==> config.mk <==
export PLATFORM = sky130hd
export DESIGN_NAME = lin_top
export DESIGN_NICKNAME = d
export VERILOG_FILES = /design/src/lin_pkg.sv /design/src/lin_stage.sv /design/src/lin_gain.sv /design/src/lin_offset_sat.sv /design/src/lin_ctrl.sv /design/src/lin_top.sv
export VERILOG_INCLUDE_DIRS = /design/src
export SDC_FILE = /design/constraint.sdc
export NUM_CORES = 1
export LEC_CHECK = 0
export ABC_AREA = 1
export BUFFER_PORTS_ARGS = -buffer_cell sky130_fd_sc_hd__buf_4
export CORE_MARGIN = 8
export CORE_UTILIZATION = 55
export DETAILED_ROUTE_END_ITERATION = 6
export GPL_ROUTABILITY_DRIVEN = 0
export PLACE_DENSITY = 0.79
export SYNTH_ARGS = -nofsm -noshare
export SYNTH_HDL_FRONTEND = slang
export SYNTH_HIERARCHICAL = 1
export SYNTH_SLANG_ARGS = --single-unit
==> constraint.sdc <==
create_clock -name sti -period 13.5 [get_ports sti]
set_clock_uncertainty 0.05 [all_clocks]
set_input_delay 0.675 -clock sti [delete_from_list [all_inputs] [get_ports sti]]
set_output_delay 0.675 -clock sti [all_outputs]
set_load 0.05 [all_outputs]
==> src/lin_cfg.svh <==
// widths, register map and reset values of the linear transform
`ifndef LIN_CFG_SVH
`define LIN_CFG_SVH

////////////////////////////////////////
// datapath widths
////////////////////////////////////////

`define LIN_DWI 14          // input sample bits
`define LIN_DWO 14          // output sample bits
`define LIN_DWM 16          // gain bits
`define LIN_DWS `LIN_DWO    // offset spans the output range

////////////////////////////////////////
// register map
////////////////////////////////////////

`define LIN_AW          2      // register address bits
`define LIN_REG_W       16     // register data word
`define LIN_ADDR_GAIN   2'd0
`define LIN_ADDR_OFFSET 2'd1
`define LIN_ADDR_SATCNT 2'd2   // write clears

`define LIN_GAIN_RST   (1 << (`LIN_DWM-2))  // unity gain
`define LIN_OFFSET_RST 0
`define LIN_CNT_W      16      // clip counter bits

`endif

==> src/lin_pkg.sv <==
// sample, gain, offset, product, sum and register word types
`include "lin_cfg.svh"

package lin_pkg;

  // stream samples
  typedef logic signed [`LIN_DWI-1:0] sample_in_t;
  typedef logic signed [`LIN_DWO-1:0] sample_out_t;

  // configuration values
  typedef logic signed [`LIN_DWM-1:0] gain_t;    // 2**(DWM-2) is unity
  typedef logic signed [`LIN_DWS-1:0] offset_t;

  // full precision product of sample and gain
  typedef logic signed [`LIN_DWI+`LIN_DWM-1:0] product_t;

  // product after the fixed point shift
  // keeps two bits above the input range
  typedef logic signed [`LIN_DWI+2-1:0] shifted_t;

  // shifted product plus offset
  // same width, result is truncated like the shifted value
  typedef logic signed [`LIN_DWI+2-1:0] sum_t;

  // register port word
  typedef logic [`LIN_REG_W-1:0] reg_data_t;

endpackage : lin_pkg

==> src/lin_stage.sv <==
// handshaked pipeline register with payload type parameter

module lin_stage #(
  parameter type DAT_T = logic   // payload carried by the stage
) (
  input  logic sti,     // clock
  input  logic rst_n,
  // upstream side
  input  DAT_T i_dat,
  input  logic i_vld,
  output logic i_rdy,
  // downstream side
  output DAT_T o_dat,
  output logic o_vld,
  input  logic o_rdy
);

  logic i_trn;  // sample taken this edge

  // a bubble is always accepted
  assign i_rdy = o_rdy | ~o_vld;
  assign i_trn = i_vld & i_rdy;

  ////////////////////////////////////////
  // valid and payload
  ////////////////////////////////////////

  always_ff @(posedge sti or negedge rst_n) begin
    if (!rst_n) begin
      o_vld <= 1'b0;
    end else if (i_rdy) begin
      o_vld <= i_vld;   // drains or refills
    end
  end

  always_ff @(posedge sti) begin
    if (i_trn) begin
      o_dat <= i_dat;   // payload only moves on transfer
    end
  end

  // a stalled output keeps its sample until downstream takes it
  a_hold_stalled: assert property (
    @(posedge sti) disable iff (!rst_n)
    (o_vld && !o_rdy) |=> (o_vld && $stable(o_dat))
  ) else $error("stage output changed while stalled");

endmodule : lin_stage

==> src/lin_gain.sv <==
// gain stage: registered product, then fixed point shift
`include "lin_cfg.svh"

module lin_gain import lin_pkg::*; (
  input  logic       sti,
  input  logic       rst_n,
  // sample stream in
  input  sample_in_t in_dat,
  input  logic       in_vld,
  output logic       in_rdy,
  // gain from register bank
  input  gain_t      gain,
  // shifted stream out
  output shifted_t   gain_dat,
  output logic       gain_vld,
  input  logic       gain_rdy
);

  product_t prod_d;    // sample times gain
  product_t prod_q;    // registered product
  product_t prod_shf;  // after the arithmetic shift

  ////////////////////////////////////////
  // multiply
  ////////////////////////////////////////

  // both operands signed, full width result
  assign prod_d = in_dat * gain;

  lin_stage #(
    .DAT_T (product_t)
  ) prod_stage (
    .sti   (sti),
    .rst_n (rst_n),
    .i_dat (prod_d),
    .i_vld (in_vld),
    .i_rdy (in_rdy),
    .o_dat (prod_q),
    .o_vld (gain_vld),   // shift adds no register
    .o_rdy (gain_rdy)
  );

  ////////////////////////////////////////
  // shift
  ////////////////////////////////////////

  // unity gain sits at 2**(DWM-2)
  assign prod_shf = prod_q >>> (`LIN_DWM-2);

  // keep low bits only, upper ones are sign copies for sane gains
  assign gain_dat = prod_shf[$bits(shifted_t)-1:0];

endmodule : lin_gain

==> src/lin_offset_sat.sv <==
// offset stage and saturation stage with clip event
`include "lin_cfg.svh"

module lin_offset_sat import lin_pkg::*; (
  input  logic        sti,
  input  logic        rst_n,
  // shifted stream in
  input  shifted_t    gain_dat,
  input  logic        gain_vld,
  output logic        gain_rdy,
  // offset from register bank
  input  offset_t     offset,
  // saturated stream out
  output sample_out_t out_dat,
  output logic        out_vld,
  input  logic        out_rdy,
  // clip pulse to the counter
  output logic        sat_evt
);

  localparam int SW = $bits(sum_t);

  sum_t                 sum_d;    // shifted value plus offset
  sum_t                 sum_q;
  logic                 sum_vld;
  logic                 sum_rdy;
  logic [SW-`LIN_DWO:0] sum_hi;   // bits that must agree with the sign
  logic                 clip;
  sample_out_t          sat_d;

  ////////////////////////////////////////
  // offset
  ////////////////////////////////////////

  assign sum_d = gain_dat + offset;   // offset sign extended

  lin_stage #(
    .DAT_T (sum_t)
  ) sum_stage (
    .sti   (sti),
    .rst_n (rst_n),
    .i_dat (sum_d),
    .i_vld (gain_vld),
    .i_rdy (gain_rdy),
    .o_dat (sum_q),
    .o_vld (sum_vld),
    .o_rdy (sum_rdy)
  );

  ////////////////////////////////////////
  // saturation
  ////////////////////////////////////////

  assign sum_hi = sum_q[SW-1:`LIN_DWO-1];
  assign clip   = ~((&sum_hi) | ~(|sum_hi));  // neither all ones nor all zeros

  // clip toward the sign of the sum
  assign sat_d = clip ? {sum_q[SW-1], {(`LIN_DWO-1){~sum_q[SW-1]}}}
                      : sum_q[`LIN_DWO-1:0];

  lin_stage #(
    .DAT_T (sample_out_t)
  ) sat_stage (
    .sti   (sti),
    .rst_n (rst_n),
    .i_dat (sat_d),
    .i_vld (sum_vld),
    .i_rdy (sum_rdy),
    .o_dat (out_dat),
    .o_vld (out_vld),
    .o_rdy (out_rdy)
  );

  // high in the cycle a clipped sample first sits in the output register
  always_ff @(posedge sti or negedge rst_n) begin
    if (!rst_n) begin
      sat_evt <= 1'b0;
    end else begin
      sat_evt <= sum_vld & sum_rdy & clip;
    end
  end

  // pulse only after the output register took a rail value
  a_evt_on_transfer: assert property (
    @(posedge sti) disable iff (!rst_n)
    sat_evt |-> (out_vld && $past(out_rdy || !out_vld) &&
                 (out_dat == {1'b0, {(`LIN_DWO-1){1'b1}}} ||
                  out_dat == {1'b1, {(`LIN_DWO-1){1'b0}}}))
  ) else $error("clip event without a sample entering the output stage");

endmodule : lin_offset_sat

==> src/lin_ctrl.sv <==
// gain and offset registers, clip counter and registered readback
`include "lin_cfg.svh"

module lin_ctrl import lin_pkg::*; (
  input  logic               sti,
  input  logic               rst_n,
  // register port
  input  logic               reg_we,
  input  logic [`LIN_AW-1:0] reg_addr,
  input  reg_data_t          reg_wdata,
  output reg_data_t          reg_rdata,
  // configuration to datapath
  output gain_t              gain,
  output offset_t            offset,
  // clip pulse from datapath
  input  logic               sat_evt
);

  logic [`LIN_CNT_W-1:0] sat_cnt;   // clipped samples seen
  logic                  cnt_clr;   // write to counter address
  logic                  cnt_max;   // counter stuck at top

  assign cnt_clr = reg_we && (reg_addr == `LIN_ADDR_SATCNT);
  assign cnt_max = &sat_cnt;

  ////////////////////////////////////////
  // configuration registers
  ////////////////////////////////////////

  always_ff @(posedge sti or negedge rst_n) begin
    if (!rst_n) begin
      gain   <= gain_t'(`LIN_GAIN_RST);     // unity
      offset <= offset_t'(`LIN_OFFSET_RST);
    end else if (reg_we) begin
      case (reg_addr)
        `LIN_ADDR_GAIN:   gain   <= gain_t'(reg_wdata);
        `LIN_ADDR_OFFSET: offset <= offset_t'(reg_wdata[`LIN_DWS-1:0]);  // upper bits dropped
        default: ;
      endcase
    end
  end

  // clip counter, clear wins over a same cycle event
  always_ff @(posedge sti or negedge rst_n) begin
    if (!rst_n) begin
      sat_cnt <= '0;
    end else if (cnt_clr) begin
      sat_cnt <= '0;
    end else if (sat_evt && !cnt_max) begin
      sat_cnt <= sat_cnt + 1'b1;   // stops at all ones
    end
  end

  ////////////////////////////////////////
  // readback
  ////////////////////////////////////////

  always_ff @(posedge sti or negedge rst_n) begin
    if (!rst_n) begin
      reg_rdata <= '0;
    end else begin
      case (reg_addr)
        `LIN_ADDR_GAIN:   reg_rdata <= reg_data_t'(gain);
        `LIN_ADDR_OFFSET: reg_rdata <= reg_data_t'(offset);   // sign extended
        `LIN_ADDR_SATCNT: reg_rdata <= reg_data_t'(sat_cnt);
        default:          reg_rdata <= '0;   // unmapped
      endcase
    end
  end

  // saturating counter only returns to zero through a clear
  a_cnt_no_wrap: assert property (
    @(posedge sti) disable iff (!rst_n)
    cnt_max |=> ((sat_cnt != '0) || $past(cnt_clr))
  ) else $error("clip counter wrapped from its maximum");

endmodule : lin_ctrl

==> src/lin_top.sv <==
// linear transform top with register bank, gain and offset/saturation stages
`include "lin_cfg.svh"

module lin_top import lin_pkg::*; (
  input  logic               sti,
  input  logic               rst_n,
  // sample stream in
  input  sample_in_t         in_dat,
  input  logic               in_vld,
  output logic               in_rdy,
  // sample stream out
  output sample_out_t        out_dat,
  output logic               out_vld,
  input  logic               out_rdy,
  // register port
  input  logic               reg_we,
  input  logic [`LIN_AW-1:0] reg_addr,
  input  reg_data_t          reg_wdata,
  output reg_data_t          reg_rdata
);

  gain_t    gain;       // from register bank
  offset_t  offset;
  shifted_t gain_dat;   // between the two datapath blocks
  logic     gain_vld;
  logic     gain_rdy;
  logic     sat_evt;    // clip pulse back to the counter

  ////////////////////////////////////////
  // control
  ////////////////////////////////////////

  lin_ctrl ctrl_inst (
    .sti       (sti),
    .rst_n     (rst_n),
    .reg_we    (reg_we),
    .reg_addr  (reg_addr),
    .reg_wdata (reg_wdata),
    .reg_rdata (reg_rdata),
    .gain      (gain),
    .offset    (offset),
    .sat_evt   (sat_evt)
  );

  ////////////////////////////////////////
  // datapath, three register stages
  ////////////////////////////////////////

  lin_gain gain_inst (
    .sti      (sti),
    .rst_n    (rst_n),
    .in_dat   (in_dat),
    .in_vld   (in_vld),
    .in_rdy   (in_rdy),
    .gain     (gain),
    .gain_dat (gain_dat),
    .gain_vld (gain_vld),
    .gain_rdy (gain_rdy)
  );

  lin_offset_sat offset_sat_inst (
    .sti      (sti),
    .rst_n    (rst_n),
    .gain_dat (gain_dat),
    .gain_vld (gain_vld),
    .gain_rdy (gain_rdy),
    .offset   (offset),
    .out_dat  (out_dat),
    .out_vld  (out_vld),
    .out_rdy  (out_rdy),
    .sat_evt  (sat_evt)
  );

endmodule : lin_top

==> results by group <==
Global route
  – Layer with the highest usage: met2
  – GR Layer Usage met3: 3.11%
  – Largest net degree at the start of global routing: 67
  – Initial antenna violation count: 0
  – Met2 GRT Util: 39.1%
  – Vias in the first global route: 12100
  – Global Route Usage Sum: 22.7%
  – Grt met1 use: 28.8%
  – Grt ovf: 0
  – First-pass GRT wire length: about 58000 um

Timing
  – Max Fclk: 162 MHz
  – Setup_tns: 0 ps
  – Final period utilization: 45.8%
  – Minimum clock period: 6180 ps
  – Final setup violation count: 0
  – Rel. slew slack: between 10% and 20%
  – Final Worst Setup Slack: 7320 ps
  – RSZ-0062 raised after global routing: false
  – Final hold vios: 0
  – Slew Viols, Final: 0
  – Measured slew at the worst slew-check pin: about 1300 ps

Clock tree
  – # resized after CTS: 0
  – Clk buf depth: 2
  – Setup repair bufs after CTS: 0
  – Clk root buf: clkbuf_16
  – CTS Hold Buffers Added: 0
  – Clock Sinks: 112
  – CTS tree: done
  – Number of CTS-inserted buffers: 9
  – H-tree levels: 3
  – Worst skew pair latency: 350 ps
  – Clock transition at path regs: 70 ps

Route
  – Vias/cell: 5.30
  – Final wirelength: 34500 um
  – Via count: 11700
  – WL per Instance: about 16 um
  – First-pass DRT Iterations: 6
  – Final ANT Viol Nets: 0
  – DRC errors left: 0
  – DR iter-0 viols: 1150

Placement
  – Detail Placement HPWL: 28000 um
  – Pre-CTS setup slack: 7310 ps
  – I/O Buffers: 68

Worst hold path
  – Worst hold path class: input port to asynchronous set/reset pin

Status
  – Status: finished, final reports clean

Setup path
  – Startpoint Class: flop
  – Max FO, Critical Path: 16
  – WS Path Type: flop to flop
  – CP arrival: 6240 ps
  – Critical path data required time: 13560 ps
  – Crit end category: flop

Die
  – Initial Utilization: 55.7%
  – Boundary Pins: 69
  – Num rows: 59
  – DIE WIDTH: 178 um
  – Die H: 178 um
  – Die area: 0.0318 mm^2
  – Core Footprint: 0.0260 mm^2

Logic synthesis
  – Post-Syn Area: between 0.01 and 0.015 mm^2
  – Syn. warnings: 6
  – Mapped Cells: 1836
  – Synth Net Count: around 2200
  – Syn_area_per_cell: around 8 um^2

Cells and area
  – Nets: 2204
  – # diodes: 0
  – Fillers: 2288
  – Fraction of layout cells with a size suffix above 1: 6.70%
  – Area Growth Syn to Fin: 6.93%

Job
  – Max cap viols: 0
==> area by class of cell <==
class                      instances  area, um^2  share of cell area [%]
multi-input combinational       1193        9440                    60.9
sequential                       112        3030                    19.6
inverter                         473        1780                    11.5
timing repair buffer              71         533                    3.44
tap                              335         419                    2.71
clock buffer                       9         225                    1.45
clock inverter                     7        63.8                   0.412
==> worst paths after layout <==
kind | from | endpoint | slack, ps | depth (start not counted)
max in group asynchronous | rst_n | ctrl_inst/offset[5] | 12530 | 1
worst min-delay path | rst_n | ctrl_inst/sat_cnt[7] | 370 | 1
worst max-delay path | ctrl_inst/gain[15] | gain_inst/prod_stage/o_dat[22] | 7320 | 17
min in group sti | offset_sat_inst/sum_stage/o_dat[4] | offset_sat_inst/sat_stage/o_dat[4] | 470 | 2
worst min register to register | offset_sat_inst/sum_stage/o_dat[4] | offset_sat_inst/sat_stage/o_dat[4] | 470 | 2
worst max register to register | ctrl_inst/gain[15] | gain_inst/prod_stage/o_dat[22] | 7320 | 17
==> metrics by stage <==
step / cells / instance area, um^2 / util (%) / hold slack [ps]
6_report: 2200 / 15500 / 59.6 / 365
5_1_grt: 2200 / 15500 / 59.6 / 420
4_1_cts: 2200 / 15500 / 59.6 / 384
3_5_place_dp: 2184 / 15200 / 58.5 / 456
3_3_place_gp: 2184 / 15200 / 58.5 / 456
2_1_floorplan: 1836 / 14500 / - / 329
==> metal layers <==
layer | up-vias | share of wire, % | wire, um
li1 | 5426 | - | -
met1 | 5580 | 40 | 13700
met2 | 545 | 49 | 16800
met3 | 111 | 8.3 | 2850
met4 | 0 | 3.4 | 1170
met5 | - | 0 | 0
==> layout by cell type (no fill, tap or decap), drive strengths merged, types with 2 or more instances in the layout <==
cell      instances
inv             475
nand3            71
clkinvlp          2
nand2           561
dfrtp            65
or2               6
o211ai           13
a21o              3
mux2              2
a21oi            41
o21ai            44
clkbuf            9
fa              220
buf              71
nor3              9
nand3b            3
o21bai            4
xnor2            10
xor2             15
ha               87
edfxtp           46
nor2             82
nand4            17
clkinv            3
==> worst max-delay path, stage by stage, from the launching register on <==
cell and delay (ps):
dfrtp_1 750, nand2_1 260, fa_1 610, inv_1 80, fa_1 750, fa_1 540, fa_1 520, fa_1 490
inv_1 50, fa_1 500, inv_1 40, ha_1 360, a21oi_1 250, a21boi_0 280, o21a_1 180, nand3_1 90
nand2_1 80, nand2_1 50
==> registers in the layout, indices dropped and copies added, names as in the netlist <==
| name | cells |
|---|---|
| offset_sat_inst/sat_evt | 1 |
| ctrl_inst/gain | 16 |
| gain_inst/prod_stage/o_dat | 16 |
| offset_sat_inst/sum_stage/o_vld | 1 |
| ctrl_inst/sat_cnt | 16 |
| offset_sat_inst/sat_stage/o_dat | 14 |
| offset_sat_inst/sat_stage/o_vld | 1 |
| offset_sat_inst/sum_stage/o_dat | 16 |
| ctrl_inst/offset | 14 |
| ctrl_inst/reg_rdata | 16 |
| gain_inst/prod_stage/o_vld | 1 |
Power is not shown: default switching activity piles up to over one toggle a cycle in this logic, so the estimate is an artifact.
